==> src/source/alu_macros.svh <==
`ifndef ALU_MACROS_SVH
`define ALU_MACROS_SVH

// Datapath word, fixed by the ISA
`define WORD_W 32

// Opcode field, sixteen operations
`define OP_W 4

// Cycles from op_valid to result_valid for DIV, MOD, DIVU and MODU
// Issue register 1, divider load with first step 1,
// remaining 31 iterations, sign fix 1
`define DIV_LATENCY 34

`endif

==> src/source/alu_pkg.sv <==
`include "alu_macros.svh"

package alu_pkg;

    // One data word, used for operands, results and divider state
    typedef logic [`WORD_W-1:0] word_t;

    // Opcode encoding as used by the decoder
    typedef enum logic [`OP_W-1:0] {
        OP_ADD      = 4'd0,
        OP_SUB      = 4'd1,
        OP_AND      = 4'd2,
        OP_OR       = 4'd3,
        OP_XOR      = 4'd4,
        OP_SLL      = 4'd5,
        OP_SRL      = 4'd6,
        OP_SRA      = 4'd7,   // Arithmetic, sign fills
        OP_MULT_LO  = 4'd8,   // Signed product, low word
        OP_MULT_HI  = 4'd9,   // Signed product, high word
        OP_MULTU_LO = 4'd10,
        OP_MULTU_HI = 4'd11,
        OP_DIV      = 4'd12,  // Divide class from here up
        OP_MOD      = 4'd13,
        OP_DIVU     = 4'd14,
        OP_MODU     = 4'd15
    } alu_op_t;

    // Signed compare of a against b
    // 2'b00 equal, 2'b01 a less, 2'b10 a greater; 2'b11 never driven
    typedef logic [1:0] comp_t;

    // Divider sequencing
    typedef enum logic [1:0] {
        IDLE,  // Waiting for start
        LOAD,  // Magnitudes in, first step
        ITER,  // Remaining shift-subtract steps
        FIX    // Sign correction, done high
    } div_state_t;

endpackage

==> src/source/div.sv <==
`timescale 1ns/1ps
`include "alu_macros.svh"

module div (
    input  logic           clk,
    input  logic           reset,
    input  logic           start,
    input  logic           signed_div,
    input  alu_pkg::word_t dividend,   // Held stable by the issue register
    input  alu_pkg::word_t divisor,
    output alu_pkg::word_t quotient,
    output alu_pkg::word_t remainder,
    output logic           done
);
    import alu_pkg::*;

    div_state_t      state;
    logic [4:0]      cnt;        // Index of the step being taken
    logic            sgn_q;      // Signed request
    logic            neg_quo;    // Quotient needs negation
    logic            neg_rem;    // Remainder follows the dividend sign
    logic            dvs_zero;
    word_t           quo_q;      // Dividend bits shift out, quotient bits in
    word_t           rem_q;      // Partial remainder
    word_t           dvs_q;      // Divisor magnitude
    word_t           mag_a;
    word_t           mag_b;
    word_t           step_quo;
    word_t           step_rem;
    word_t           step_dvs;
    logic [`WORD_W:0] rem_shift; // One extra bit for the trial subtract
    logic [`WORD_W:0] trial;
    word_t           next_quo;
    word_t           next_rem;

    // Magnitudes only when signed, MIN stays MIN which is its unsigned magnitude
    assign mag_a = (sgn_q && dividend[`WORD_W-1]) ? -dividend : dividend;
    assign mag_b = (sgn_q && divisor[`WORD_W-1]) ? -divisor : divisor;

    // One restoring step, fed from the ports in LOAD and from registers after
    always_comb begin
        step_rem  = (state == LOAD) ? '0 : rem_q;
        step_quo  = (state == LOAD) ? mag_a : quo_q;
        step_dvs  = (state == LOAD) ? mag_b : dvs_q;
        rem_shift = {step_rem, step_quo[`WORD_W-1]};
        trial     = rem_shift - {1'b0, step_dvs};
        if (!trial[`WORD_W]) begin
            next_rem = trial[`WORD_W-1:0];     // Subtract fits, quotient bit 1
            next_quo = {step_quo[`WORD_W-2:0], 1'b1};
        end else begin
            next_rem = rem_shift[`WORD_W-1:0]; // Restore
            next_quo = {step_quo[`WORD_W-2:0], 1'b0};
        end
    end

    always_ff @(posedge clk) begin
        if (reset) begin
            state <= IDLE;
            cnt   <= '0;
        end else begin
            case (state)
                IDLE: if (start) state <= LOAD;
                LOAD: begin
                    state <= ITER;
                    cnt   <= 5'd1;  // Step 0 taken on the way out of LOAD
                end
                ITER: begin
                    cnt <= cnt + 5'd1;
                    if (cnt == 5'd31) state <= FIX;  // Last of 32 steps
                end
                default: state <= IDLE;  // FIX lasts one cycle
            endcase
        end
    end

    always_ff @(posedge clk) begin
        if (state == IDLE && start) sgn_q <= signed_div;
        if (state == LOAD) begin
            dvs_q    <= mag_b;
            dvs_zero <= (divisor == '0);
            neg_quo  <= sgn_q & (dividend[`WORD_W-1] ^ divisor[`WORD_W-1]);
            neg_rem  <= sgn_q & dividend[`WORD_W-1];
        end
        if (state == LOAD || state == ITER) begin
            quo_q <= next_quo;
            rem_q <= next_rem;
        end
    end

    // Sign fix in FIX, results valid only while done is high
    // Zero divisor leaves rem_q equal to |a|, so the remainder comes back as a
    assign quotient  = dvs_zero ? '1 : (neg_quo ? -quo_q : quo_q);
    assign remainder = neg_rem ? -rem_q : rem_q;
    assign done      = (state == FIX);

    // Top level must hold off start until the previous division is through
    a_start_idle: assert property (@(posedge clk) disable iff (reset)
        start |-> state == IDLE)
        else $error("div start while busy");

    // Done only 33 cycles after a start, so one start gives one single-cycle done
    a_done_pulse: assert property (@(posedge clk) disable iff (reset)
        done |-> $past(start, 33))
        else $error("div done without a start 33 cycles earlier");

endmodule

==> config.mk <==
export PLATFORM = sky130hd
export DESIGN_NAME = div
export DESIGN_NICKNAME = d
export VERILOG_FILES = /design/src/source/alu_pkg.sv /design/src/source/div.sv
export VERILOG_INCLUDE_DIRS = /design/src /design/src/source
export SDC_FILE = /design/constraint.sdc
export NUM_CORES = 1
export LEC_CHECK = 0
export BUFFER_PORTS_ARGS = -buffer_cell sky130_fd_sc_hd__buf_2
export CAP_MARGIN = 20
export CORE_MARGIN = 2
export CORE_UTILIZATION = 34
export DETAILED_ROUTE_END_ITERATION = 10
export GPL_TIMING_DRIVEN = 0
export PLACE_DENSITY = 0.6
export SLEW_MARGIN = 15
export SYNTH_ARGS = -nofsm -noshare
export SYNTH_HDL_FRONTEND = slang
export SYNTH_SLANG_ARGS = --single-unit
==> constraint.sdc <==
create_clock -name clk -period 11.98 [get_ports clk]
set_input_delay 2.396 -clock clk [delete_from_list [all_inputs] [get_ports clk]]
set_output_delay 2.396 -clock clk [all_outputs]
set_load 0.01 [all_outputs]
# Word level (Yosys, flattened, before mapping)
# Index checks and enable logic that the tools add are counted.
dict set report word_totals {
  ff_bits 107
}
dict set report op_classes {
  muxes 14
  n_reduce_logical 8
  eq_ne 6
  bitwise_logic 3
  add_sub_neg 6
}
# cell n
set op_table {}
lappend op_table {{2-to-1 mux 32 bit} 9}
lappend op_table {{negation 32 bit} 4}
lappend op_table {{subtractor 33 x 32 -> 33 bit} 1}
lappend op_table {{logical NOT 32 bit} 1}
lappend op_table {{case mux 5 bit (2 select lines)} 1}
lappend op_table {{case mux 2 bit (3 select lines)} 1}
lappend op_table {{adder 5 x 1 -> 5 bit, second input constant} 1}
lappend op_table {{== test 5 bit, second input constant} 1}
lappend op_table {{== test 2 bit, second input constant} 2}
lappend op_table {{2-to-1 mux 2 bit} 2}
lappend op_table {{!= test 2 bit, second input constant} 2}
lappend op_table {{logical AND 1 bit} 3}
lappend op_table {{AND 1 bit} 2}
lappend op_table {{== test 2 x 1 -> 1 bit, second input constant} 1}
lappend op_table {{logical NOT 2 bit} 1}
lappend op_table {{AND reduction 2 bit} 1}
lappend op_table {{nonzero test 2 bit} 1}
lappend op_table {{logical OR 1 bit} 1}
lappend op_table {{2-to-1 mux 1 bit} 1}
lappend op_table {{XOR 1 bit} 1}

# Longest topological paths before layout
dict set report depth {
  word_depth 5
  depth_mapped 21
  ltp_nobuf 19
}

# Worst setup path before layout
# Ideal clock, no wire load.
dict set report synth_path {
  path_kind {input-to-reg}
  start {input port dividend[3]}
  end {register rem_q[25] (data pin)}
  path_stages 17
  setup_ps 260
  arrival_time_ps 6332
  path_slack_ps 5388
  path_cell_list {or3_4 > or4_4 > nor2b_2 > nand3_1 > nor3_2 > a31oi_1 > ha_1 > fa_1 > nand2b_1 > a21o_1 > a21oi_2 > or2_4 > a21oi_4 > or4_4 > nand3_4 > buf_6 > mux2_2}
}
dict set report synth_between {
  elab_chain_len 5
}
# element line
set synth_lines {}
lappend synth_lines {{from (decl)} div.sv:9} ;# input alu_pkg::word_t dividend,
lappend synth_lines {{negation 32 bit} div.sv:37} ;# assign mag_a = (sgn_q && dividend[`WORD_W-1]) ? -dividend : dividend;
lappend synth_lines {{2-to-1 mux 32 bit} div.sv:37}
lappend synth_lines {{2-to-1 mux 32 bit} div.sv:43} ;# step_quo = (state == LOAD) ? mag_a : quo_q;
lappend synth_lines {{subtractor 33 x 32 -> 33 bit} div.sv:46} ;# trial = rem_shift - {1'b0, step_dvs};
lappend synth_lines {{2-to-1 mux 32 bit} div.sv:47} ;# if (!trial[`WORD_W]) begin
lappend synth_lines {{named net next_rem[25]} div.sv:34} ;# word_t next_rem;
lappend synth_lines {{to (signal assigned)} div.sv:86} ;# rem_q <= next_rem;
lappend synth_lines {{to (decl)} div.sv:24} ;# word_t rem_q;
# The timed path passes the listed nets, and every way through them passes these cells.
# A chain may end at the register's enable or synchronous reset.

# Worst setup path in the final report
dict set report layout_path {
  start {input port dividend[3]}
  end {register rem_q[26] (data pin)}
}
# The elaborated chain is that of the path after synthesis.

==> out/metrics.cfg <==
[status]
status=finished clean

[route]
drt_iter0_markers=647
vias=8379
via_per_inst=5.29
dr.pass1.iters=5
wire_per_inst_um=16.9
ant_nets=0
postRouteWirelength_mm=26.7
drc=0

[final_layout]
multi_input_area_sq_um=5880
area_growth_pct=15.4
antenna_cells=0
drive_gt1_share_pct=17.2
fin_cells=1583
fin_nets=1354
mostFrequentLayoutCells=buf_2 (133), a21oi_1 (126), nor2_1 (123)
regArea_sq_um=2820
n_fill_cell=2721
final_common_cell=buf_2

[yosys]
synth_edf_count=68
ys_types=74
syn-cell-area_sq_um=9100
yosysSeqAreaShare_pct=31.0
syn-num-nets=1210
async_reset_ff_share_pct=0
synth_ff_type=edfxtp_1
synth_cells=1099
synthTopCellsByArea=edfxtp_1 (22%), dfxtp_1 (8.6%), xnor2_1 (7.4%)
ys_ff_latch=107
yosys.area.top_type_share_pct=22.4
avgSynthCellArea_sq_um=8.28
synth_area_leader_cell=edfxtp_1
yosys_warnings=0

[floorplanning]
initial_core_util_pct=34.7
die_w_um=168
fp.dieH_um=168
ios=133
die_area_sq_um=28100
core_area_sq_um=26200
rows=59

[clock_network]
cts-root-buf=clkbuf_16
cts.sinks=107
clockBufferDepth=2
numCtsBuffers=9
tritoncts=built
postCtsSetupRepairBufs=0
cts-resized-gates=0
h-tree-depth=3
clock_latency_ps=360
clk_pin_slew_worst_paths_ps=70
hold_buffers=0

[pwr]
p_leak_nw=4.34
ir_drop_uv=133
power.density_nw_per_um2=362

[worst_setup_path]
crit_required_ps=12080
path_class=in2reg
cp.arrival_ps=7260
critPathMaxFanout=10
rr_worst_depth=19
start_kind=input pin
endpoint_kind=flop

[sta]
fmax_mhz=140
maxSlewViolCount=0
rsz0062_at_grt=false
fin_skew_ps=10.6
hold_viol=0
setup_viol=0
relSlewSlack_pct=52.5
fin_crit_sh_pct=59.8
worst_pin_slew_ps=713
finalSetupTns_ps=0
post-route-min-period_ps=7160

[job]
max-cap-violations=0

[global_route]
grt_pass1_wl_mm=42.1
grt_antenna_before_repair=0
grt_pass1_vias=7985
grt_max_degree=38
grt_usage_pct=18.8
gr-total-overflow=0

[placed_design]
portBuffers=132
hpwl_mm=20.8
dp.cells=1567
place.gp.congestion=0.910

[min_path]
holdPathStages=2
hp-class=reg2reg

## report_power, final
part           internal (W)  leakage [nW]  switching, W  total, W
clock              0.000162         0.143      0.000141  0.000303
sequential         0.000717         0.971      0.000175  0.000892
combinational       0.00111          3.23       0.00150   0.00261
total               0.00199          4.34       0.00182   0.00381
## kinds of logic after synthesis
logic type               share of synthesized area (%)
XOR/XNOR                                          13.2
flip-flops                                        31.0
adder cells (fa/ha/maj)                           5.99
AO/OA/AOI/OAI                                     20.1
buffers and inverters                             4.56
AND/OR/NAND/NOR                                   20.9
multiplexers                                      4.26
## per-layer routing
layer	part of all wire, %	track usage [%]	wire length (um)
met2	46	31.0	12200
met1	47	25.8	12600
met3	5.2	2.69	1380
met5	0	0	0
met4	1.8	4.91	472
## sequential cells by signal, summed over array words and instances (netlist names)
name / flops
dvs_zero: 1
rem_q: 32
quo_q: 32
dvs_q: 32
neg_rem: 1
cnt: 5
neg_quo: 1
sgn_q: 1
state: 2
## worst max-delay path, cell delays in order
cell and delay (ps):
buf_2 130, or3_4 410, or4_4 460, nor2b_2 210, nand3_1 170, nor3_2 430, a31oi_1 250, ha_1 290
fa_1 420, nand2b_1 200, a21o_1 190, a21oi_2 220, or2_4 190, a21oi_4 70, or4_4 500, nand3_4 160
buf_6 200, mux2_2 350
## worst paths after layout
path | start | end | slack [ps]
worst max-delay path | dividend[3] | rem_q[26] | 4820
worst min-delay path | dvs_q[21] | dvs_q[21] | 470
worst max register to register | state[1] | rem_q[26] | 6450
worst min register to register | dvs_q[21] | dvs_q[21] | 470
## cell usage after synthesis (3+ instances only)
| library cell | count |
|---|---|
| nor2_1 | 123 |
| buf_1 | 6 |
| o21a_1 | 7 |
| xnor2_1 | 77 |
| nor2b_1 | 33 |
| nand4_1 | 9 |
| o21ai_0 | 58 |
| and2_1 | 5 |
| or2_2 | 6 |
| o211ai_1 | 10 |
| o41ai_2 | 3 |
| a31oi_1 | 9 |
| a21o_1 | 29 |
| or3_1 | 7 |
| o31ai_1 | 20 |
| nor4_1 | 10 |
| edfxtp_1 | 68 |
| inv_1 | 55 |
| a211oi_1 | 5 |
| xor2_1 | 60 |
| nand3_1 | 15 |
| mux2_2 | 28 |
| dfxtp_1 | 39 |
| nand2b_1 | 14 |
| nor3_2 | 3 |
| and3_1 | 15 |
| nand2_1 | 85 |
| clkbuf_1 | 36 |
| ha_1 | 42 |
| a21oi_1 | 126 |
| nor3_1 | 23 |
| or4_1 | 7 |
| o41ai_1 | 9 |
| buf_6 | 3 |
| mux2i_1 | 5 |
## metrics by stage
step	total power, W	utilization, %	setup slack (ps)	hold WS [ps]	cell area (sq um)
floorplan	0.00279	-	5390	444	9100
global placement	0.00345	38.9	4490	458	10200
detailed placement	0.00347	39.0	4450	463	10200
CTS	0.00381	40.1	4810	474	10500
global route	0.00415	40.1	4650	490	10500
finish	0.00381	40.1	4820	472	10500
## cell type report
class	count	area share [%]
multi-input cells	889	55.9
flip-flops and latches	107	26.9
repair buffers	133	6.48
well taps	335	3.99
clock buffers	9	2.14
plain buffers	48	1.99
inverters	55	1.96
clock inverters	7	0.655
Power figures use the tool's default switching activity.
